==> src/dma_settings.svh <==
// DMA copy engine settings
`ifndef DMA_SETTINGS_SVH
`define DMA_SETTINGS_SVH

// Bus widths
`define DMA_ADDR_W      32
`define DMA_DATA_W      64
`define DMA_RESP_W      2
`define DMA_APB_ADDR_W  12
`define DMA_APB_DATA_W  32

// Burst limit, 4-bit len on the engine side, 8-bit at the pins
`define DMA_MAX_BURST   16
`define DMA_BLEN_W      4
`define DMA_AXI_LEN_W   8
`define DMA_CNT_W       ($clog2(`DMA_MAX_BURST + 1))

// Job length in beats
`define DMA_LEN_W       16

// Register offsets
`define DMA_REG_SRC     'h00
`define DMA_REG_DST     'h04
`define DMA_REG_LEN     'h08
`define DMA_REG_CTRL    'h0C
`define DMA_REG_STATUS  'h10

`endif

==> src/dma_axi_pkg.sv <==
// AXI channel types
`default_nettype none
`include "dma_settings.svh"

package dma_axi_pkg;

  // --------------------------------------------------
  // Response codes
  // --------------------------------------------------
  // Anything else counts as an error
  localparam logic [`DMA_RESP_W-1:0] AXI_RESP_OKAY = '0;

  // --------------------------------------------------
  // Channel payloads
  // --------------------------------------------------
  // AR and AW share one layout
  typedef struct packed {
    logic [`DMA_ADDR_W-1:0] addr;
    // Beats minus one
    logic [`DMA_BLEN_W-1:0] len;
  } axi_addr_t;

  // Write data beat
  typedef struct packed {
    logic [`DMA_DATA_W-1:0] data;
    logic                   last;
  } axi_w_t;

  // Read data beat
  typedef struct packed {
    logic [`DMA_DATA_W-1:0] data;
    logic [`DMA_RESP_W-1:0] resp;
    logic                   last;
  } axi_r_t;

  // Write response
  typedef struct packed {
    logic [`DMA_RESP_W-1:0] resp;
  } axi_b_t;

endpackage

`default_nettype wire

==> src/dma_ctrl_pkg.sv <==
// DMA control types
`default_nettype none
`include "dma_settings.svh"

package dma_ctrl_pkg;

  // --------------------------------------------------
  // Register map
  // --------------------------------------------------
  typedef enum logic [`DMA_APB_ADDR_W-1:0] {
    REG_SRC    = `DMA_APB_ADDR_W'(`DMA_REG_SRC),
    REG_DST    = `DMA_APB_ADDR_W'(`DMA_REG_DST),
    REG_LEN    = `DMA_APB_ADDR_W'(`DMA_REG_LEN),
    REG_CTRL   = `DMA_APB_ADDR_W'(`DMA_REG_CTRL),
    REG_STATUS = `DMA_APB_ADDR_W'(`DMA_REG_STATUS)
  } dma_reg_e;

  // CTRL bit positions
  localparam int CTRL_START_BIT  = 0;
  localparam int CTRL_IRQ_EN_BIT = 1;

  // --------------------------------------------------
  // Engine states
  // --------------------------------------------------
  typedef enum logic [2:0] {
    IDLE,
    RD_ADDR,
    RD_DATA,
    WR_ADDR,
    WR_DATA,
    WR_RESP
  } dma_state_e;

  // Job as programmed by software
  typedef struct packed {
    logic [`DMA_ADDR_W-1:0] src;
    logic [`DMA_ADDR_W-1:0] dst;
    logic [`DMA_LEN_W-1:0]  beats;
  } dma_desc_t;

  // STATUS layout, busy in bit 2
  typedef struct packed {
    logic busy;
    logic done;
    logic error;
  } dma_status_t;

endpackage

`default_nettype wire

==> src/dma_apb_regs.sv <==
// DMA APB register file
`timescale 1ns/10ps
`default_nettype none
`include "dma_settings.svh"

module dma_apb_regs
  import dma_ctrl_pkg::*;
(
  input  wire logic                       aclk,
  input  wire logic                       reset,
  // APB slave
  input  wire logic                       psel,
  input  wire logic                       penable,
  input  wire logic                       pwrite,
  input  wire logic [`DMA_APB_ADDR_W-1:0] paddr,
  input  wire logic [`DMA_APB_DATA_W-1:0] pwdata,
  output logic      [`DMA_APB_DATA_W-1:0] prdata,
  output logic                            pready,
  output logic                            pslverr,
  // Engine handshake
  input  wire logic                       busy,
  input  wire logic                       done,
  input  wire logic                       error,
  output logic                            start,
  output dma_desc_t                       desc,
  // Interrupts
  output logic                            irq,
  output logic                            irq_abort
);

  dma_reg_e    reg_sel;
  logic        access;
  logic        mapped;
  logic        cfg_reg;
  logic        wr_en;
  logic        wr_status;
  logic        irq_en;
  logic        done_q;
  logic        error_q;
  dma_status_t status;
  dma_status_t w1c;

  // --------------------------------------------------
  // Decode
  // --------------------------------------------------
  // Access phase only
  assign access  = psel & penable;
  assign reg_sel = dma_reg_e'(paddr);

  always_comb begin
    mapped  = 1'b1;
    cfg_reg = 1'b0;
    case (reg_sel)
      REG_SRC, REG_DST, REG_LEN, REG_CTRL: cfg_reg = 1'b1;
      REG_STATUS: cfg_reg = 1'b0;
      default: mapped = 1'b0;
    endcase
  end

  // Unmapped offset, or config write during a job
  assign pslverr   = access & (~mapped | (pwrite & cfg_reg & busy));
  assign pready    = 1'b1;
  assign wr_en     = access & pwrite & ~pslverr;
  assign wr_status = wr_en & (reg_sel == REG_STATUS);
  assign w1c       = pwdata[$bits(dma_status_t)-1:0];

  // Launch pulse, busy already filtered out by pslverr
  assign start = wr_en & (reg_sel == REG_CTRL) & pwdata[CTRL_START_BIT];

  // --------------------------------------------------
  // Job descriptor
  // --------------------------------------------------
  always_ff @(posedge aclk) begin
    if (wr_en) begin
      case (reg_sel)
        REG_SRC: desc.src <= pwdata;
        REG_DST: desc.dst <= pwdata;
        REG_LEN: desc.beats <= pwdata[`DMA_LEN_W-1:0];
        default: desc <= desc;
      endcase
    end
  end

  // Enable bit and sticky flags
  always_ff @(posedge aclk) begin
    if (reset) begin
      irq_en  <= 1'b0;
      done_q  <= 1'b0;
      error_q <= 1'b0;
    end else begin
      if (wr_en && reg_sel == REG_CTRL) begin
        irq_en <= pwdata[CTRL_IRQ_EN_BIT];
      end
      // New event wins over a clear in the same cycle
      done_q  <= done | (done_q & ~(wr_status & w1c.done));
      error_q <= error | (error_q & ~(wr_status & w1c.error));
    end
  end

  // Live busy level next to the sticky bits
  assign status = '{busy: busy, done: done_q, error: error_q};

  // --------------------------------------------------
  // Read mux
  // --------------------------------------------------
  always_comb begin
    prdata = '0;
    case (reg_sel)
      REG_SRC:    prdata = desc.src;
      REG_DST:    prdata = desc.dst;
      REG_LEN:    prdata = `DMA_APB_DATA_W'(desc.beats);
      REG_CTRL:   prdata[CTRL_IRQ_EN_BIT] = irq_en;
      REG_STATUS: prdata = `DMA_APB_DATA_W'(status);
      default:    prdata = '0;
    endcase
  end

  assign irq       = done_q & irq_en;
  assign irq_abort = error_q;

endmodule

`default_nettype wire

==> src/dma_burst_buffer.sv <==
// DMA burst buffer
`timescale 1ns/10ps
`default_nettype none
`include "dma_settings.svh"

module dma_burst_buffer
  import dma_axi_pkg::*;
(
  input  wire logic                  aclk,
  input  wire logic                  reset,
  input  wire logic                  push,
  input  wire axi_w_t                din,
  input  wire logic                  pop,
  output axi_w_t                     head,
  output logic      [`DMA_CNT_W-1:0] count
);

  // Depth is a power of two, so pointers wrap on their own
  localparam int PTR_W = $clog2(`DMA_MAX_BURST);

  logic [`DMA_DATA_W-1:0] mem [`DMA_MAX_BURST];
  logic [PTR_W-1:0]       wr_ptr;
  logic [PTR_W-1:0]       rd_ptr;

  // Storage, data only
  always_ff @(posedge aclk) begin
    if (push) begin
      mem[wr_ptr] <= din.data;
    end
  end

  always_ff @(posedge aclk) begin
    if (reset) begin
      wr_ptr <= '0;
      rd_ptr <= '0;
      count  <= '0;
    end else begin
      if (push) wr_ptr <= wr_ptr + 1'b1;
      if (pop) rd_ptr <= rd_ptr + 1'b1;
      case ({push, pop})
        2'b10:   count <= count + 1'b1;
        2'b01:   count <= count - 1'b1;
        default: count <= count;
      endcase
    end
  end

  // Whole burst sits here before draining, so the final entry is wlast
  assign head.data = mem[rd_ptr];
  assign head.last = (count == 1);

  a_no_overflow: assert property (@(posedge aclk) disable iff (reset)
    push |-> count != `DMA_MAX_BURST);
  a_no_underflow: assert property (@(posedge aclk) disable iff (reset)
    pop |-> count != '0);
  // Slave rlast closes the read phase, nothing more arrives right after
  a_last_closes: assert property (@(posedge aclk) disable iff (reset)
    push && din.last |=> !push);

endmodule

`default_nettype wire

==> src/dma_engine.sv <==
// DMA copy engine
`timescale 1ns/10ps
`default_nettype none
`include "dma_settings.svh"

module dma_engine
  import dma_axi_pkg::*, dma_ctrl_pkg::*;
(
  input  wire logic                  aclk,
  input  wire logic                  reset,
  // Register file
  input  wire logic                  start,
  input  wire dma_desc_t             desc,
  output logic                       busy,
  output logic                       done,
  output logic                       error,
  // AXI read
  output axi_addr_t                  ar,
  output logic                       arvalid,
  input  wire logic                  arready,
  input  wire axi_r_t                r,
  input  wire logic                  rvalid,
  output logic                       rready,
  // AXI write
  output axi_addr_t                  aw,
  output logic                       awvalid,
  input  wire logic                  awready,
  output axi_w_t                     w,
  output logic                       wvalid,
  input  wire logic                  wready,
  input  wire axi_b_t                b,
  input  wire logic                  bvalid,
  output logic                       bready,
  // Burst buffer
  output logic                       buf_push,
  output logic                       buf_pop,
  output axi_w_t                     buf_in,
  input  wire axi_w_t                buf_head,
  input  wire logic [`DMA_CNT_W-1:0] buf_count
);

  localparam int CNT_W      = `DMA_CNT_W;
  // Bytes per beat as a shift
  localparam int BEAT_SHIFT = $clog2(`DMA_DATA_W / 8);

  dma_state_e              state;
  logic [`DMA_ADDR_W-1:0]  src_q;
  logic [`DMA_ADDR_W-1:0]  dst_q;
  logic [`DMA_LEN_W-1:0]   remain_q;
  logic [CNT_W-1:0]        rd_cnt;
  logic [CNT_W-1:0]        burst_beats;
  logic [`DMA_BLEN_W-1:0]  burst_len;
  logic [`DMA_ADDR_W-1:0]  burst_bytes;
  logic                    err_q;
  logic                    rd_last;
  logic                    burst_done;

  // --------------------------------------------------
  // Burst split
  // --------------------------------------------------
  // Smaller of remaining and the burst limit
  assign burst_beats = (remain_q > `DMA_LEN_W'(`DMA_MAX_BURST)) ?
                       CNT_W'(`DMA_MAX_BURST) : CNT_W'(remain_q);
  assign burst_len   = `DMA_BLEN_W'(burst_beats - 1'b1);
  assign burst_bytes = `DMA_ADDR_W'(burst_beats) << BEAT_SHIFT;

  // Channel controls straight from state
  assign busy    = (state != IDLE);
  assign arvalid = (state == RD_ADDR);
  assign rready  = (state == RD_DATA);
  assign awvalid = (state == WR_ADDR);
  assign wvalid  = (state == WR_DATA);
  assign bready  = (state == WR_RESP);

  assign ar = '{addr: src_q, len: burst_len};
  assign aw = '{addr: dst_q, len: burst_len};

  // Read beats into the buffer
  assign buf_push = rready & rvalid;
  assign buf_in   = '{data: r.data, last: r.last};
  assign rd_last  = (rd_cnt == burst_beats - 1'b1);

  // Buffer head drives W, wlast regenerated there
  assign w       = buf_head;
  assign buf_pop = wvalid & wready;

  // --------------------------------------------------
  // Job end pulses
  // --------------------------------------------------
  assign burst_done = bready & bvalid;
  assign error = burst_done & (err_q | (b.resp != AXI_RESP_OKAY));
  // Last burst finished clean, or an empty job
  assign done  = (burst_done & ~error & (remain_q == `DMA_LEN_W'(burst_beats))) |
                 ((state == IDLE) & start & (desc.beats == '0));

  // FSM
  always_ff @(posedge aclk) begin
    if (reset) begin
      state <= IDLE;
    end else begin
      case (state)
        IDLE:    if (start && desc.beats != '0) state <= RD_ADDR;
        RD_ADDR: if (arready) state <= RD_DATA;
        RD_DATA: if (buf_push && rd_last) state <= WR_ADDR;
        WR_ADDR: if (awready) state <= WR_DATA;
        WR_DATA: if (buf_pop && buf_head.last) state <= WR_RESP;
        WR_RESP: if (bvalid) state <= (error || done) ? IDLE : RD_ADDR;
        default: state <= IDLE;
      endcase
    end
  end

  // Read error held until the burst's write response
  always_ff @(posedge aclk) begin
    if (reset) begin
      err_q  <= 1'b0;
      rd_cnt <= '0;
    end else begin
      if (burst_done) begin
        err_q <= 1'b0;
      end else if (buf_push && r.resp != AXI_RESP_OKAY) begin
        err_q <= 1'b1;
      end
      if (arvalid && arready) begin
        rd_cnt <= '0;
      end else if (buf_push) begin
        rd_cnt <= rd_cnt + 1'b1;
      end
    end
  end

  // Job pointers load at start and advance per burst
  always_ff @(posedge aclk) begin
    if (state == IDLE && start) begin
      src_q    <= desc.src;
      dst_q    <= desc.dst;
      remain_q <= desc.beats;
    end else if (burst_done) begin
      src_q    <= src_q + burst_bytes;
      dst_q    <= dst_q + burst_bytes;
      remain_q <= remain_q - `DMA_LEN_W'(burst_beats);
    end
  end

  // --------------------------------------------------
  // Checks
  // --------------------------------------------------
  a_ar_hold: assert property (@(posedge aclk) disable iff (reset)
    arvalid && !arready |=> arvalid && $stable(ar));
  // Store-then-write keeps the buffer non-empty for the whole W phase
  a_w_fed: assert property (@(posedge aclk) disable iff (reset)
    wvalid |-> buf_count != '0);
  a_burst_max: assert property (@(posedge aclk) disable iff (reset)
    arvalid |-> burst_beats != '0 && burst_beats <= CNT_W'(`DMA_MAX_BURST));

endmodule

`default_nettype wire

==> src/dma_subsystem.sv <==
// DMA subsystem top
`timescale 1ns/10ps
`default_nettype none
`include "dma_settings.svh"

module dma_subsystem
  import dma_axi_pkg::*, dma_ctrl_pkg::*;
(
  input  wire logic                       aclk,
  input  wire logic                       reset,
  // APB control port
  input  wire logic                       psel,
  input  wire logic                       penable,
  input  wire logic                       pwrite,
  input  wire logic [`DMA_APB_ADDR_W-1:0] paddr,
  input  wire logic [`DMA_APB_DATA_W-1:0] pwdata,
  output logic      [`DMA_APB_DATA_W-1:0] prdata,
  output logic                            pready,
  output logic                            pslverr,
  // AXI read address and data
  output logic      [`DMA_ADDR_W-1:0]     araddr,
  output logic      [`DMA_AXI_LEN_W-1:0]  arlen,
  output logic                            arvalid,
  input  wire logic                       arready,
  input  wire logic [`DMA_DATA_W-1:0]     rdata,
  input  wire logic [`DMA_RESP_W-1:0]     rresp,
  input  wire logic                       rlast,
  input  wire logic                       rvalid,
  output logic                            rready,
  // AXI write address, data and response
  output logic      [`DMA_ADDR_W-1:0]     awaddr,
  output logic      [`DMA_AXI_LEN_W-1:0]  awlen,
  output logic                            awvalid,
  input  wire logic                       awready,
  output logic      [`DMA_DATA_W-1:0]     wdata,
  output logic                            wlast,
  output logic                            wvalid,
  input  wire logic                       wready,
  input  wire logic [`DMA_RESP_W-1:0]     bresp,
  input  wire logic                       bvalid,
  output logic                            bready,
  // Interrupts
  output logic                            irq,
  output logic                            irq_abort
);

  dma_desc_t             desc;
  logic                  start;
  logic                  busy;
  logic                  done;
  logic                  error;
  axi_addr_t             ar;
  axi_addr_t             aw;
  axi_r_t                r;
  axi_w_t                w;
  axi_b_t                b;
  axi_w_t                buf_in;
  axi_w_t                buf_head;
  logic                  buf_push;
  logic                  buf_pop;
  logic [`DMA_CNT_W-1:0] buf_count;

  // --------------------------------------------------
  // Pin packing
  // --------------------------------------------------
  // Upper len bits tied low, bursts stay within 16 beats
  assign araddr = ar.addr;
  assign arlen  = `DMA_AXI_LEN_W'(ar.len);
  assign awaddr = aw.addr;
  assign awlen  = `DMA_AXI_LEN_W'(aw.len);
  assign wdata  = w.data;
  assign wlast  = w.last;
  assign r      = '{data: rdata, resp: rresp, last: rlast};
  assign b      = '{resp: bresp};

  dma_apb_regs u_regs (
    .aclk      (aclk),
    .reset     (reset),
    .psel      (psel),
    .penable   (penable),
    .pwrite    (pwrite),
    .paddr     (paddr),
    .pwdata    (pwdata),
    .prdata    (prdata),
    .pready    (pready),
    .pslverr   (pslverr),
    .busy      (busy),
    .done      (done),
    .error     (error),
    .start     (start),
    .desc      (desc),
    .irq       (irq),
    .irq_abort (irq_abort)
  );

  dma_engine u_engine (
    .aclk      (aclk),
    .reset     (reset),
    .start     (start),
    .desc      (desc),
    .busy      (busy),
    .done      (done),
    .error     (error),
    .ar        (ar),
    .arvalid   (arvalid),
    .arready   (arready),
    .r         (r),
    .rvalid    (rvalid),
    .rready    (rready),
    .aw        (aw),
    .awvalid   (awvalid),
    .awready   (awready),
    .w         (w),
    .wvalid    (wvalid),
    .wready    (wready),
    .b         (b),
    .bvalid    (bvalid),
    .bready    (bready),
    .buf_push  (buf_push),
    .buf_pop   (buf_pop),
    .buf_in    (buf_in),
    .buf_head  (buf_head),
    .buf_count (buf_count)
  );

  // One burst of read beats waiting for the write side
  dma_burst_buffer u_buffer (
    .aclk  (aclk),
    .reset (reset),
    .push  (buf_push),
    .din   (buf_in),
    .pop   (buf_pop),
    .head  (buf_head),
    .count (buf_count)
  );

endmodule

`default_nettype wire

==> config.mk <==
export PLATFORM = sky130hd
export DESIGN_NAME = dma_subsystem
export DESIGN_NICKNAME = d
export VERILOG_FILES = /design/src/dma_axi_pkg.sv /design/src/dma_ctrl_pkg.sv /design/src/dma_apb_regs.sv /design/src/dma_burst_buffer.sv /design/src/dma_engine.sv /design/src/dma_subsystem.sv
export VERILOG_INCLUDE_DIRS = /design/src /design/src/src
export SDC_FILE = /design/constraint.sdc
export NUM_CORES = 1
export LEC_CHECK = 0
export BUFFER_PORTS_ARGS = -buffer_cell sky130_fd_sc_hd__buf_4
export CORE_UTILIZATION = 60
export DETAILED_ROUTE_END_ITERATION = 10
export GPL_TIMING_DRIVEN = 0
export PLACE_DENSITY = 0.79
export SETUP_SLACK_MARGIN = 0.05
export SKIP_CTS_REPAIR_TIMING = 1
export SLEW_MARGIN = 20
export SYNTH_ARGS = -nofsm -noshare
export SYNTH_HDL_FRONTEND = slang
export SYNTH_SLANG_ARGS = --single-unit
export TNS_END_PERCENT = 50
==> constraint.sdc <==
create_clock -name aclk -period 21.5 [get_ports aclk]
set_input_delay 5.375 -clock aclk [delete_from_list [all_inputs] [get_ports aclk]]
set_output_delay 5.375 -clock aclk [all_outputs]
set_load 0.05 [all_outputs]
==> results.yml <==
finish:
  fin_nets: 3014
  syn_to_final_growth_pct: 18.7
  drive_gt1_frac: 0.333
clocking:
  path_clk_slew_ns: 0.06
  clkLatencyLatePin_ns: 0.69
  clkSinkCount: 1213
  clock_path_buffers: 3
  htreeDepth: 3
  clock-root-buffer: "clkbuf_16"
  cts_buffers: 115
  tritoncts: "built"
logic_synthesis:
  synth_edf_count: 1184
  syn_area_sq_um: 48200
  synth_common_cells: "edfxtp_1 (1184), mux4_2 (321), nand2_1 (111), nor2_1 (111), clkbuf_1 (63)"
  synthTopCellsByArea: "edfxtp_1 (74%), mux4_2 (15%), dfxtp_1 (1.2%)"
  yosys.cell_count.top_type: "edfxtp_1"
  synth_cell_type_count: 64
  syn_inst: 2354
  synth_top_flop_cell: "edfxtp_1"
  postSynth.asyncResetShare: 0
  synth_seq_cells: 1213
  yosysTopAreaCellShare: 0.738
  synth_seq_area_share: 0.750
  yosysTopAreaCell: "edfxtp_1"
  synth_warnings: 0
  avgSynthCellArea_sq_um: 20.5
global_route:
  grt_overflow: 0
  grt_pass1_wl_um: 186000
  gr-usage-all-layers: 0.321
  grt_pass1_vias: 27400
  grt_antenna_before_repair: 13
  grt_max_degree: 47
place:
  portBuffers: 298
  hpwl_um: 78800
  place_congestion: 0.907
  preCtsSetupSlack_ns: 8.51
min_path:
  hp-class: "reg2reg"
drt:
  finalWirelength_um: 130000
  drt_iter0_markers: 3210
  vias_per_cell: 6.66
  drcViolationCount: 0
  dr.pass1.iters: 5
  wl_per_cell_um: 32.3
  ant_nets: 0
  num_vias: 26800
critical_path:
  startpoint_type: "input port"
  worstPathMaxFanout: 10
  worstSetupPathType: "in2out"
  crit_arrival_ns: 7.60
  endpoint_kind: "output pin"
  worstPathRequired_ns: 16.12
floorplan:
  die_h_um: 285
  rows: 103
  die-area_sq_um: 81400
  fp.dieW_um: 285
  initial_utilization: 0.608
  pin_count: 309
  core_area_sq_um: 79300
flow_run:
  cap_violations: 0
pwr:
  p_leak_nw: 18.3
  power.total_mw: 4.74
  power_density_nw_per_um2: 82.9
  ir_drop_uv: 65.0
timing:
  hold_violations: 0
  drv_slew: 0
  fin_crit_ns: 12.98
  finalWorstSetupSlack_ns: 8.52
  fin_setup_tns_ns: 0
  worst_pin_slew_ns: 1.14
  max_slew_margin: 0.237
  min_period_over_period: 0.604
  fin_worst_skew_ns: 0.0219
  setup-violations-final: 0
  rsz0062_at_grt: "false"
  clock.fmax_ghz: 0.0771
status:
  status: "complete, no violations"
report_power, final:
| group | internal (mW) | switching (mW) |
|---|---|---|
| Clock | 1.20 | 0.895 |
| Combinational | 0.0197 | 0.0408 |
| Sequential | 2.59 | 0.00000726 |
final timing paths:
path / from / endpoint / slack, ns / cells past startpoint
worst min register to register: u_engine.rd_cnt[1]$_SDFFE_PP0P_ / u_engine.rd_cnt[1]$_SDFFE_PP0P_ / 0.52 / 2
worst min-delay path: u_engine.rd_cnt[1]$_SDFFE_PP0P_ / u_engine.rd_cnt[1]$_SDFFE_PP0P_ / 0.52 / 2
worst max-delay path: paddr[7] / prdata[30] / 8.52 / 10
worst max register to register: u_engine.remain_q[0]$_DFFE_PP_ / u_engine.src_q[31]$_DFFE_PP_ / 16.63 / 11
metrics by stage:
stage / utilization / cells / hold WS [ns] / area [sq um]
after floorplan: - / 2362 / 0.472 / 48200
after global placement: 0.653 / 3710 / 0.496 / 51800
after detailed placement: 0.672 / 3800 / 0.508 / 53300
after CTS: 0.721 / 4018 / 0.517 / 57200
after global routing: 0.722 / 4027 / 0.570 / 57200
final: 0.722 / 4028 / 0.524 / 57200
placed cells by master, fill, tap and decap left out, types with 7 or more instances in the layout:
cell / count
buf_4: 344
o21ai_0: 48
mux2i_1: 36
xnor2_1: 49
ha_1: 22
and2_1: 17
buf_12: 33
a211oi_1: 7
inv_1: 24
buf_1: 8
nand2_1: 111
a21oi_1: 39
diode_2: 10
o21ai_1: 13
clkinvlp_4: 10
clkbuf_1: 73
nor2_4: 12
clkbuf_16: 115
nand4_1: 22
nand3_1: 18
clkinv_1: 26
bufinv_16: 18
nor3_1: 23
xor2_1: 31
edfxtp_1: 1184
clkbuf_2: 13
buf_6: 20
nor2_1: 99
nor3b_1: 7
and3_1: 13
buf_16: 13
clkinv_2: 29
dfxtp_1: 29
nor4_1: 11
or3_1: 8
o21ai_2: 10
mux4_2: 321
buf_2: 22
conb_1: 10
nor2b_1: 8
layout make-up:
type                       instances  area [sq um]
clock inverter                    90           946
timing repair buffer             388          3630
sequential                      1213         36100
inverter                          25          98.8
multi-input combinational        999         11500
tap                             1050          1310
buffer                           125           622
fill                            4470         22100
clock buffer                     128          2930
antenna                           10          25.0
state kept, by name, indices dropped and copies added, names as in the netlist, named ones only:
name               cells
u_engine.rd_cnt        5
u_engine.src_q        32
u_engine.state         3
u_regs.desc           80
u_engine.dst_q        32
u_regs.irq_abort       1
u_buffer.count         5
u_buffer.mem        1024
u_buffer.rd_ptr        4
u_engine.remain_q     16
u_regs.irq_en          1
u_regs.done_q          1
u_buffer.wr_ptr        4
u_engine.err_q         1
per-layer routing:
metal | up-vias | GRT usage | share of wire
met5 | - | 0 | 0.00032
met4 | 6 | 0.134 | 0.041
met3 | 320 | 0.0664 | 0.098
met2 | 1942 | 0.551 | 0.52
met1 | 13900 | 0.402 | 0.34
li1 | 10700 | - | -
worst max-delay path, stage by stage:
cell      delay, ns
buf_4          0.11
nor4_2         0.33
and3_1         0.20
buf_4          0.16
nand2_4        0.10
or2_2          0.35
clkbuf_1       0.24
clkbuf_1       0.28
nor2_1         0.22
buf_4          0.23
kinds of logic (layout without fill, tap and decap cells):
group / Yosys count / after routing / share of synthesized area
flops: 1213 / 1213 / 0.750
buf+inv: 150 / 756 / 0.0147
other cells: 2 / 20 / 0.000156
mux: 357 / 357 / 0.158
xor+xnor: 80 / 80 / 0.0145
fa+ha+maj: 24 / 24 / 0.00654
simple gates: 381 / 381 / 0.0381
compound gates: 147 / 147 / 0.0185
(Power assumes the default switching activity.)
